$ cat src/hw/sw_pkg.sv
package sw_pkg;

    // ------------------------------
    // data types
    // ------------------------------
    localparam int SCORE_W = 8;

    typedef logic [1:0]                base_t;   // nucleotide code
    typedef logic signed [SCORE_W-1:0] score_t;  // alignment score

    // ------------------------------
    // scoring constants
    // ------------------------------
    localparam score_t MATCH      = score_t'(2);
    localparam score_t MISMATCH   = score_t'(-1);
    localparam score_t GAP_OPEN   = score_t'(-2);  // first cell of a gap
    localparam score_t GAP_EXTEND = score_t'(-1);  // every further gap cell

    // substitution score of one base pair
    function automatic score_t sub_score(base_t ref_base, base_t query_base);
        if (ref_base == query_base)
        begin
            return MATCH;
        end
        return MISMATCH;
    endfunction

    // signed maximum of two scores
    function automatic score_t max_score(score_t a, score_t b);
        if (a > b)
        begin
            return a;
        end
        return b;
    endfunction

endpackage

$ cat src/hw/sw_pe.sv
`timescale 1ns/1ps

module sw_pe
    import sw_pkg::*;
(
    input  logic   clk,
    input  logic   reset,
    input  logic   load_i,
    input  base_t  query_i,
    input  base_t  ref_i,
    input  logic   ref_valid_i,
    input  score_t h_left_i,
    input  score_t i_left_i,
    input  score_t h_diag_i,
    output base_t  ref_o,
    output logic   ref_valid_o,
    output score_t h_o,
    output score_t i_o,
    output score_t h_diag_o
);

    base_t  query_q;
    base_t  query_cur;
    score_t d_q;        // vertical gap score of the last row
    score_t s_val;
    score_t diag_sum;   // diagonal move before the zero floor
    score_t i_new;
    score_t d_new;
    score_t h_new;

    // the load cycle is also the first compute cycle of this cell
    assign query_cur = load_i ? query_i : query_q;
    assign s_val     = sub_score(ref_i, query_cur);

    // ------------------------------
    // recurrences
    // ------------------------------
    assign i_new    = max_score(h_left_i + GAP_OPEN, i_left_i + GAP_EXTEND);  // gap along query
    assign d_new    = max_score(h_o + GAP_OPEN, d_q + GAP_EXTEND);            // gap along ref
    assign diag_sum = h_diag_i + s_val;
    assign h_new    = max_score(max_score(diag_sum, '0), max_score(i_new, d_new));

    always_ff @(posedge clk or posedge reset)
    begin
        if (reset)
        begin
            ref_valid_o <= 1'b0;
            h_o         <= '0;
            i_o         <= GAP_OPEN;
            d_q         <= GAP_OPEN;
            h_diag_o    <= '0;
        end
        else
        begin
            ref_valid_o <= ref_valid_i;
            h_diag_o    <= h_o;         // previous row becomes next cell's diagonal
            if (ref_valid_i)
            begin
                h_o <= h_new;
                i_o <= i_new;
                d_q <= d_new;
            end
            else
            begin
                // row 0 boundary for the next run
                h_o <= '0;
                i_o <= GAP_OPEN;
                d_q <= GAP_OPEN;
            end
        end
    end

    always_ff @(posedge clk)
    begin
        ref_o <= ref_i;
        if (load_i)
        begin
            query_q <= query_i;
        end
    end

    // diagonal sum fits in score_t
    a_diag_no_wrap : assert property (@(posedge clk) disable iff (reset)
        ref_valid_i |-> int'(diag_sum) == int'(h_diag_i) + int'(s_val))
        else $error("sw_pe: score overflow on diagonal H %0d", h_diag_i);

endmodule

$ cat src/hw/sw_array.sv
`timescale 1ns/1ps

module sw_array
    import sw_pkg::*;
#(
    parameter int NUM_QUERY = 8
)
(
    input  logic                 clk,
    input  logic                 reset,
    input  logic [NUM_QUERY-1:0] query_load_i,
    input  base_t                data_query_i,
    input  base_t                data_ref_i,
    input  logic                 ref_valid_i,
    output score_t               h_all_o [NUM_QUERY],
    output logic [NUM_QUERY-1:0] cell_valid_o
);

    base_t  ref_q;      // input stage, lines up with the controller strobes
    base_t  query_q;

    // neighbour links, entry k feeds cell k
    base_t  ref_chain  [NUM_QUERY+1];
    logic   vld_chain  [NUM_QUERY+1];
    score_t h_chain    [NUM_QUERY+1];
    score_t i_chain    [NUM_QUERY+1];
    score_t diag_chain [NUM_QUERY+1];

    always_ff @(posedge clk)
    begin
        ref_q   <= data_ref_i;
        query_q <= data_query_i;
    end

    // left boundary of the matrix
    assign ref_chain[0]  = ref_q;
    assign vld_chain[0]  = ref_valid_i;
    assign h_chain[0]    = '0;
    assign i_chain[0]    = GAP_OPEN;
    assign diag_chain[0] = '0;

    // ------------------------------
    // cell chain
    // ------------------------------
    for (genvar k = 0; k < NUM_QUERY; k++)
    begin : g_cell
        sw_pe u_pe (
            .clk         (clk),
            .reset       (reset),
            .load_i      (query_load_i[k]),
            .query_i     (query_q),
            .ref_i       (ref_chain[k]),
            .ref_valid_i (vld_chain[k]),
            .h_left_i    (h_chain[k]),
            .i_left_i    (i_chain[k]),
            .h_diag_i    (diag_chain[k]),
            .ref_o       (ref_chain[k+1]),
            .ref_valid_o (vld_chain[k+1]),
            .h_o         (h_chain[k+1]),
            .i_o         (i_chain[k+1]),
            .h_diag_o    (diag_chain[k+1])
        );

        assign h_all_o[k]      = h_chain[k+1];
        assign cell_valid_o[k] = vld_chain[k+1];  // h holds a real cell
    end

endmodule

$ cat src/hw/sw_ctrl.sv
`timescale 1ns/1ps

module sw_ctrl #(
    parameter int NUM_REF   = 16,
    parameter int NUM_QUERY = 8
)
(
    input  logic                                       clk,
    input  logic                                       reset,
    input  logic                                       valid_i,
    output logic [NUM_QUERY-1:0]                       query_load_o,
    output logic                                       ref_valid_o,
    output logic                                       clear_o,
    output logic [$clog2(NUM_REF + NUM_QUERY + 1)-1:0] diag_o,
    output logic                                       finish_o
);

    localparam int               CNT_W      = $clog2(NUM_REF + NUM_QUERY + 1);
    localparam logic [CNT_W-1:0] LOAD_LAST  = CNT_W'(NUM_REF - 1);
    localparam logic [CNT_W-1:0] DRAIN_LAST = CNT_W'(NUM_REF + NUM_QUERY);

    typedef enum logic [1:0] {S_IDLE, S_LOAD, S_DRAIN} state_t;

    state_t           state;
    logic [CNT_W-1:0] count;    // equals the anti-diagonal seen by the tracker

    always_ff @(posedge clk or posedge reset)
    begin
        if (reset)
        begin
            state    <= S_IDLE;
            count    <= '0;
            finish_o <= 1'b0;
        end
        else
        begin
            finish_o <= 1'b0;
            case (state)
                S_IDLE:
                begin
                    if (valid_i)
                    begin
                        state <= S_LOAD;
                        count <= '0;
                    end
                end
                S_LOAD:
                begin
                    count <= count + 1'b1;
                    if (count == LOAD_LAST)
                    begin
                        state <= S_DRAIN;
                    end
                end
                S_DRAIN:
                begin
                    if (count == DRAIN_LAST)
                    begin
                        state    <= S_IDLE;
                        finish_o <= 1'b1;   // last cell went through the tracker
                    end
                    else
                    begin
                        count <= count + 1'b1;
                    end
                end
                default: state <= S_IDLE;
            endcase
        end
    end

    // ------------------------------
    // strobes
    // ------------------------------
    assign ref_valid_o = (state == S_LOAD);
    assign clear_o     = (state == S_LOAD) && (count == '0);
    assign diag_o      = count;

    always_comb
    begin
        for (int j = 0; j < NUM_QUERY; j++)
        begin
            query_load_o[j] = (state == S_LOAD) && (count == CNT_W'(j));
        end
    end

    a_valid_held : assert property (@(posedge clk) disable iff (reset)
        (state == S_LOAD && count != LOAD_LAST) |-> valid_i)
        else $error("sw_ctrl: valid_i dropped during load");

endmodule

$ cat src/hw/sw_max_tracker.sv
`timescale 1ns/1ps

module sw_max_tracker
    import sw_pkg::*;
#(
    parameter int NUM_REF   = 16,
    parameter int NUM_QUERY = 8
)
(
    input  logic                                       clk,
    input  logic                                       reset,
    input  logic                                       clear_i,
    input  logic [$clog2(NUM_REF + NUM_QUERY + 1)-1:0] diag_i,
    input  score_t                                     h_all_i [NUM_QUERY],
    input  logic [NUM_QUERY-1:0]                       cell_valid_i,
    output score_t                                     max_o,
    output logic [$clog2(NUM_REF + 1)-1:0]             pos_ref_o,
    output logic [$clog2(NUM_QUERY + 1)-1:0]           pos_query_o
);

    localparam int DIAG_W = $clog2(NUM_REF + NUM_QUERY + 1);
    localparam int REF_W  = $clog2(NUM_REF + 1);
    localparam int QRY_W  = $clog2(NUM_QUERY + 1);

    score_t            best_h;
    logic [QRY_W-1:0]  best_idx;
    logic [DIAG_W-1:0] ref_pos;

    // ------------------------------
    // best cell of this anti-diagonal
    // ------------------------------
    always_comb
    begin
        best_h   = '0;      // nothing at or below zero counts
        best_idx = '0;
        for (int k = 0; k < NUM_QUERY; k++)
        begin
            if (cell_valid_i[k] && h_all_i[k] > best_h)   // strict, lowest j wins
            begin
                best_h   = h_all_i[k];
                best_idx = QRY_W'(k);
            end
        end
    end

    assign ref_pos = diag_i - DIAG_W'(best_idx);   // i = (i+j-1) - (j-1)

    // ------------------------------
    // running maximum
    // ------------------------------
    always_ff @(posedge clk or posedge reset)
    begin
        if (reset)
        begin
            max_o       <= '0;
            pos_ref_o   <= '0;
            pos_query_o <= '0;
        end
        else if (clear_i)
        begin
            max_o       <= '0;
            pos_ref_o   <= '0;
            pos_query_o <= '0;
        end
        else if (best_h > max_o)
        begin
            max_o       <= best_h;
            pos_ref_o   <= REF_W'(ref_pos);
            pos_query_o <= best_idx + QRY_W'(1);   // 1-based
        end
    end

    // positions stay inside the matrix when a score is held
    a_pos_range : assert property (@(posedge clk) disable iff (reset)
        max_o > 0 |-> (pos_ref_o != 0 && pos_ref_o <= NUM_REF && pos_query_o != 0))
        else $error("sw_max_tracker: position out of range");

endmodule

$ cat src/hw/sw_top.sv
`timescale 1ns/1ps

module sw_top
    import sw_pkg::*;
#(
    parameter int NUM_REF   = 16,
    parameter int NUM_QUERY = 8
)
(
    input  logic                             clk,
    input  logic                             reset,
    input  logic                             valid_i,
    input  base_t                            data_ref_i,
    input  base_t                            data_query_i,
    output logic                             finish_o,
    output score_t                           max_o,
    output logic [$clog2(NUM_REF + 1)-1:0]   pos_ref_o,
    output logic [$clog2(NUM_QUERY + 1)-1:0] pos_query_o
);

    localparam int DIAG_W = $clog2(NUM_REF + NUM_QUERY + 1);

    logic [NUM_QUERY-1:0] query_load;
    logic                 ref_valid;
    logic                 clear;
    logic [DIAG_W-1:0]    diag;
    score_t               h_all [NUM_QUERY];
    logic [NUM_QUERY-1:0] cell_valid;

    // ------------------------------
    // run control
    // ------------------------------
    sw_ctrl #(
        .NUM_REF   (NUM_REF),
        .NUM_QUERY (NUM_QUERY)
    ) u_ctrl (
        .clk          (clk),
        .reset        (reset),
        .valid_i      (valid_i),
        .query_load_o (query_load),
        .ref_valid_o  (ref_valid),
        .clear_o      (clear),
        .diag_o       (diag),
        .finish_o     (finish_o)
    );

    // systolic cells, one per query base
    sw_array #(
        .NUM_QUERY (NUM_QUERY)
    ) u_array (
        .clk          (clk),
        .reset        (reset),
        .query_load_i (query_load),
        .data_query_i (data_query_i),
        .data_ref_i   (data_ref_i),
        .ref_valid_i  (ref_valid),
        .h_all_o      (h_all),
        .cell_valid_o (cell_valid)
    );

    sw_max_tracker #(
        .NUM_REF   (NUM_REF),
        .NUM_QUERY (NUM_QUERY)
    ) u_tracker (
        .clk          (clk),
        .reset        (reset),
        .clear_i      (clear),
        .diag_i       (diag),
        .h_all_i      (h_all),
        .cell_valid_i (cell_valid),
        .max_o        (max_o),
        .pos_ref_o    (pos_ref_o),
        .pos_query_o  (pos_query_o)
    );

endmodule

$ cat config.mk
export PLATFORM = sky130hd
export DESIGN_NAME = sw_top
export DESIGN_NICKNAME = d
export VERILOG_FILES = /design/src/hw/sw_pkg.sv /design/src/hw/sw_pe.sv /design/src/hw/sw_array.sv /design/src/hw/sw_ctrl.sv /design/src/hw/sw_max_tracker.sv /design/src/hw/sw_top.sv
export SDC_FILE = /design/constraint.sdc
export NUM_CORES = 1
export LEC_CHECK = 0
export CAP_MARGIN = 20
export CORE_ASPECT_RATIO = 0.75
export CORE_MARGIN = 2
export CORE_UTILIZATION = 60
export DETAILED_ROUTE_END_ITERATION = 8
export DONT_BUFFER_PORTS = 1
export PLACE_DENSITY_LB_ADDON = 0.2
export SLEW_MARGIN = 40
export SYNTH_ARGS = -nofsm -noshare
export SYNTH_HDL_FRONTEND = slang
export SYNTH_SLANG_ARGS = --single-unit
$ cat constraint.sdc
create_clock -name clk -period 17 [get_ports clk]
set_clock_uncertainty 0.2 [all_clocks]
set_input_delay 2.55 -clock clk [delete_from_list [all_inputs] [get_ports clk]]
set_output_delay 2.55 -clock clk [all_outputs]
set_load 0.05 [all_outputs]
==> results of run 1 <==
[cell families after synthesis]
group	count (synthesis)	synth area share
simple gates	738	0.154
compound gates	481	0.136
buf+inv	281	0.0446
xor+xnor	191	0.0719
flops	299	0.309
mux	204	0.0890
fa+ha+maj	375	0.195
other cells	2	0.000312
[flip-flops by register name, indices dropped and copies added (netlist names), 8 cells and up]
signal / flops
u_array.g_cell.u_pe.i_o: 48
u_tracker.max_o: 8
u_array.g_cell.u_pe.ref_valid_o: 8
u_array.g_cell.u_pe.d_q: 64
u_array.g_cell.u_pe.query_q: 16
u_array.g_cell.u_pe.h_diag_o: 56
u_array.g_cell.u_pe.ref_o: 14
u_array.g_cell.u_pe.h_o: 64
[Yosys cell counts (35+ instances only)]
master	n	area [um^2]
ha_1	374	4680
inv_1	245	920
nand2_1	188	706
dfrtp_1	167	4180
nor2_1	139	522
o21ai_0	133	666
mux2i_1	130	1300
dfstp_2	98	2570
xnor2_1	96	841
nor3_1	91	455
xor2_1	87	762
a21oi_1	81	405
nand3_1	73	365
mux2_2	71	800
o21a_1	54	405
nand2b_1	42	263
nor2b_1	42	263
nand4_1	40	250
a21o_1	35	263
[per-layer routing]
layer,share of wire,vias to the layer above,GRT usage
met5,0,-,0.00466
met4,0.021,0,0.0656
met3,0.048,92,0.0361
met2,0.46,443,0.463
met1,0.48,9306,0.390
li1,-,9235,-
[how the worst max path moves through the flow]
stage | start | endpoint | slack (ns) | cells after the start
after floorplan | u_array.g_cell[0].u_pe.ref_valid_o | u_tracker.pos_query_o[1] | 2.16 | 67
after CTS | u_array.g_cell[0].u_pe.ref_valid_o | u_tracker.max_o[1] | 0.86 | 61
after detailed placement | u_array.g_cell[0].u_pe.ref_valid_o | u_tracker.max_o[0] | 0.94 | 61
after global placement | u_array.g_cell[0].u_pe.ref_valid_o | u_tracker.max_o[0] | 1.43 | 62
final | u_array.g_cell[0].u_pe.ref_valid_o | u_tracker.max_o[0] | 0.85 | 61
after global routing | u_array.g_cell[0].u_pe.ref_valid_o | u_tracker.max_o[1] | 0.003 | 62
[cell type report]
cell class | instances | area [um^2]
clock inverters | 25 | 253
inverters | 245 | 932
well taps | 520 | 651
clock buffers | 33 | 783
fillers | 3201 | 13800
repair buffers | 8 | 67.6
multi-input cells | 1998 | 15700
flip-flops and latches | 299 | 7430
[stage by stage]
stage | cells | hold WS [ns] | utilization | setup WS (ns) | area (um^2)
2_1_floorplan | 2578 | 0.139 | - | 2.16 | 24100
3_3_place_gp | 3070 | 0.153 | 0.624 | 1.43 | 24700
3_5_place_dp | 3070 | 0.157 | 0.625 | 0.940 | 24700
4_1_cts | 3128 | 0.165 | 0.651 | 0.862 | 25800
5_1_grt | 3128 | 0.170 | 0.652 | 0.00333 | 25800
6_report | 3128 | 0.164 | 0.652 | 0.855 | 25800
[cell usage in the layout, fill, tap and decap left out, types with 7 or more instances in the layout]
cell type / instances
o32ai_1: 34
dfrtp_1: 167
mux2_2: 71
nand4_1: 40
nand3_1: 73
o21ai_0: 133
clkbuf_16: 31
mux2i_1: 130
o21a_1: 54
o22ai_1: 12
a211oi_1: 13
inv_1: 244
nor4_1: 13
nand2b_1: 42
nand2_1: 187
xnor2_2: 7
ha_1: 374
inv_6: 7
clkinvlp_4: 8
nand3b_1: 14
a21o_1: 35
xnor2_1: 96
nor2b_1: 42
or3_1: 20
a21oi_1: 80
dfxtp_1: 34
or2_1: 11
nor3_1: 90
a41oi_1: 8
and4_1: 15
xor2_1: 86
dfstp_2: 98
and3_1: 10
a31oi_2: 12
o211ai_1: 19
conb_1: 9
nor2_1: 138
or2_2: 17
[what timing repair did]
| action | 4_1_cts | 5_1_grt |
|---|---|---|
| gates resized for setup | 0 | 1 |
| endpoints found under the setup margin | 0 | 16 |
| hold buffers | 0 | 0 |
| setup buffers | 0 | 0 |
==> results.toml, run 1 <==
[finish]
nets = 2965
drive_above_1_share = 0.115
area_growth_pct = 7.17
diodes = 0

[placement]
io_buffer_count = 0
dp_hpwl_um = 46000
globalplace.congestion = 0.916

[synthesis]
ys_ff_latch = 299
ys_warn_count = 0
syn-cell-area_um2 = 24100
synthCells = 2571
synth_async_sr_flop_share = 0.886
synth_edf_count = 0
ys_seq_area_frac = 0.309
synth.distinct_cells = 91
synth_ff_type = "dfrtp_1"
syn_area_per_cell_um2 = 9.37

[floorplan]
die_y_um = 178
ios = 25
initial_core_util = 0.609
fp.dieW_um = 235
coreArea_um2 = 39600
rows = 63
dieArea_um2 = 41800

[sta]
relSlewSlack = 0.445
tns_ns = 0
finalMaxSlewViolations = 0
finalCriticalPeriod_ns = 16.15
finalHoldViolations = 0
worst_pin_slew_ns = 0.830
rsz0062_at_grt = "no"
final-setup-viol-count = 0
finalCritPeriodShare = 0.950
fmax_ghz = 0.0619

[setup_path]
critPathMostFrequentCell = "ha_1"
r2r-start = "u_array.g_cell[0].u_pe.ref_valid_o"
cp_num_buf_inv = 6
startpoint_type = "register"
worstPathRequired_ns = 17.30
cpMaxStageDelayCell = "o21ai_0"
critPathKind = "reg -> reg"
worstReg2RegEnd = "u_tracker.max_o[0]"
slowest_delay_ns = 0.62
cp_top_family = "compound AO/OA/AOI/OAI gates"
critPathCaptureType = "register"
path_max_fanout = 27
worst_r2r_path_depth = 61
rrSetupSlack_ns = 0.85
worstPathArrival_ns = 16.45

[clock_tree]
cts_tree = "built"
cts-htree-levels = 1
numCtsBuffers = 31
clockRootBuffer = "clkbuf_16"
ctsLongestPathBuffers = 3
clk_latency_ns = 0.58
clkTransAtPathRegs_ns = 0.07
numClockSinks = 299

[outcome]
status = "complete, no violations"

[detailed_routing]
final_antenna_net_count = 0
dr.pass1.iters = 5
via_count = 19076
route.detailed.drc = 0
dr.first_iter.drc_count = 1313
vias_per_cell = 6.10
drt_wl_total_um = 58400
wl_per_cell_um = 18.7

[hold_path]
hp-class = "reg -> reg"
hold_path_end = "u_array.g_cell[2].u_pe.ref_o[1]"
min_from = "u_array.g_cell[1].u_pe.ref_o[1]"
worstHoldPathCells = 0

[grt]
grt_pass1_wl_um = 96000
track_usage = 0.279
grt_overflow = 0
grt_pass1_vias = 19048
antenna_found_initial = 0
grt_max_degree = 146

[run]
cap_viol_max_count = 0
Power of run 1 is not shown: default switching activity piles up to over one toggle a cycle in this logic, so the estimate is an artifact.
==> inputs of run 2 (changes only) <==
CELL_PAD_IN_SITES_DETAIL_PLACEMENT = 2   (was default)
CELL_PAD_IN_SITES_GLOBAL_PLACEMENT = 2   (was default)
CORE_UTILIZATION = 43   (was 60)
==> run 2 against run 1 <==
Effect of this change: hold slack improved by 0.0014 ns; die area rose by 39%; wire length is 37% higher; fmax about the same; sequential cell count is the same; critical path depth unchanged; core utilization down 18 points; final cell count is 7.2% higher; clock-buffer cell count up 19; non-clock buffer count increased by 5.
==> results.toml, run 2 (synthesis results as in run 1) <==
[outcome]
status = "complete, no violations"

[setup_path]
cp_top_family = "compound AO/OA/AOI/OAI gates"
cpMaxStageDelayCell = "o41ai_2"
critPathKind = "reg -> reg"
worstPathRequired_ns = 17.25
slowest_delay_ns = 0.67
startpoint_type = "register"
critPathMostFrequentCell = "ha_1"
cp_num_buf_inv = 7
path_max_fanout = 27
worstPathArrival_ns = 16.41
cp.depth = 61
worst_r2r_path_depth = 61
critPathCaptureType = "register"

[floorplan]
coreArea_um2 = 55600
rows = 75
fp.dieW_um = 277
ios = 25
initial_core_util = 0.433
die_y_um = 209
dieArea_um2 = 58000

[finish]
drive_above_1_share = 0.121
diodes = 0
top_regs = "u_array.g_cell.u_pe.d_q: 64 flops, u_array.g_cell.u_pe.h_o: 64 flops, u_array.g_cell.u_pe.h_diag_o: 56 flops"
nets = 2975
multi_input_area_um2 = 15800
mostFrequentLayoutCells = "374 x ha_1, 244 x inv_1, 187 x nand2_1"
fillerInstances = 5927
area_growth_pct = 9.33
seq_area_um2 = 7430
layout_commonest_cell = "ha_1"

[detailed_routing]
wl_per_cell_um = 23.9
final_antenna_net_count = 0
route.detailed.drc = 0
drt_wl_total_um = 80000
vias_per_cell = 5.88
via_count = 19705
dr.first_iter.drc_count = 888
dr.pass1.iters = 5

[grt]
antenna_found_initial = 0
grt_max_degree = 133
track_usage = 0.276
grt_pass1_vias = 22552
grt_pass1_wl_um = 128000
grt_overflow = 0

[sta]
final-setup-viol-count = 0
relSlewSlack = 0.397
finalCriticalPeriod_ns = 16.16
setup_ws_ns = 0.844
fmax_ghz = 0.0619
holdWs_ns = 0.165
finalCritPeriodShare = 0.950
finalHoldViolations = 0
worst_pin_slew_ns = 0.905
finalMaxSlewViolations = 0

[clock_tree]
clkTransAtPathRegs_ns = 0.06
cts_tree = "built"
clockRootBuffer = "clkbuf_16"
numClockSinks = 299
numCtsBuffers = 36
clk_latency_ns = 0.57
ctsLongestPathBuffers = 3
cts-htree-levels = 2

[run]
cap_viol_max_count = 0

[placement]
place_ws_ns = -0.000780
io_buffer_count = 0
globalplace.congestion = 0.882
dp_hpwl_um = 62300

[hold_path]
worstHoldPathCells = 0
hp-class = "reg -> reg"
[run 2: cell count changes in the layout (fill, tap and decap cells not counted), moves of 5 or more]
cell	change
clkbuf_16	+6
clkinvlp_4	-7
clkbuf_1	+9
inv_6	-5
[run 2: final timing paths]
| path | from | endpoint | slack [ns] |
|---|---|---|---|
| worst max-delay path | u_array.g_cell[0].u_pe.ref_valid_o | u_tracker.max_o[6] | 0.84 |
| worst min-delay path | u_array.g_cell[4].u_pe.ref_o[1] | u_array.g_cell[5].u_pe.ref_o[1] | 0.17 |
| worst max register to register | u_array.g_cell[0].u_pe.ref_valid_o | u_tracker.max_o[6] | 0.84 |
| worst min register to register | u_array.g_cell[4].u_pe.ref_o[1] | u_array.g_cell[5].u_pe.ref_o[1] | 0.17 |
| max in group asynchronous | reset | u_array.g_cell[0].u_pe.h_o[2] | 13.63 |
| min in group asynchronous | reset | u_array.g_cell[5].u_pe.d_q[0] | 1.57 |
[run 2: per-layer routing]
layer  GRT usage  routed length, um
met1       0.364              37000
met2       0.483              39400
met3      0.0315               2000
met4      0.0669               1620
met5           0                  0
[run 2: what timing repair did]
action	4_1_cts	5_1_grt
setup endpoints to repair	17	17
gates resized for setup	2	11
buffers inserted	0	2
hold buffers	0	0
pin swaps	0	1
[run 2: per-stage QoR]
stage | cells | TNS [ns] | util | instance area, um^2
2_1_floorplan | 2578 | 0 | - | 24100
3_3_place_gp | 3283 | 0 | 0.449 | 25000
3_5_place_dp | 3283 | -0.000780 | 0.450 | 25000
4_1_cts | 3349 | 0 | 0.471 | 26200
5_1_grt | 3352 | -0.0102 | 0.473 | 26300
6_report | 3352 | 0 | 0.473 | 26300
[run 2: cell type report]
type	instances	share of cell area
multi-input combinational	1998	0.598
sequential	299	0.282
timing repair buffer	13	0.00475
inverter	245	0.0354
clock inverter	14	0.00589
tap	731	0.0347
clock buffer	52	0.0388
Power of run 2 is left out for the same reason.
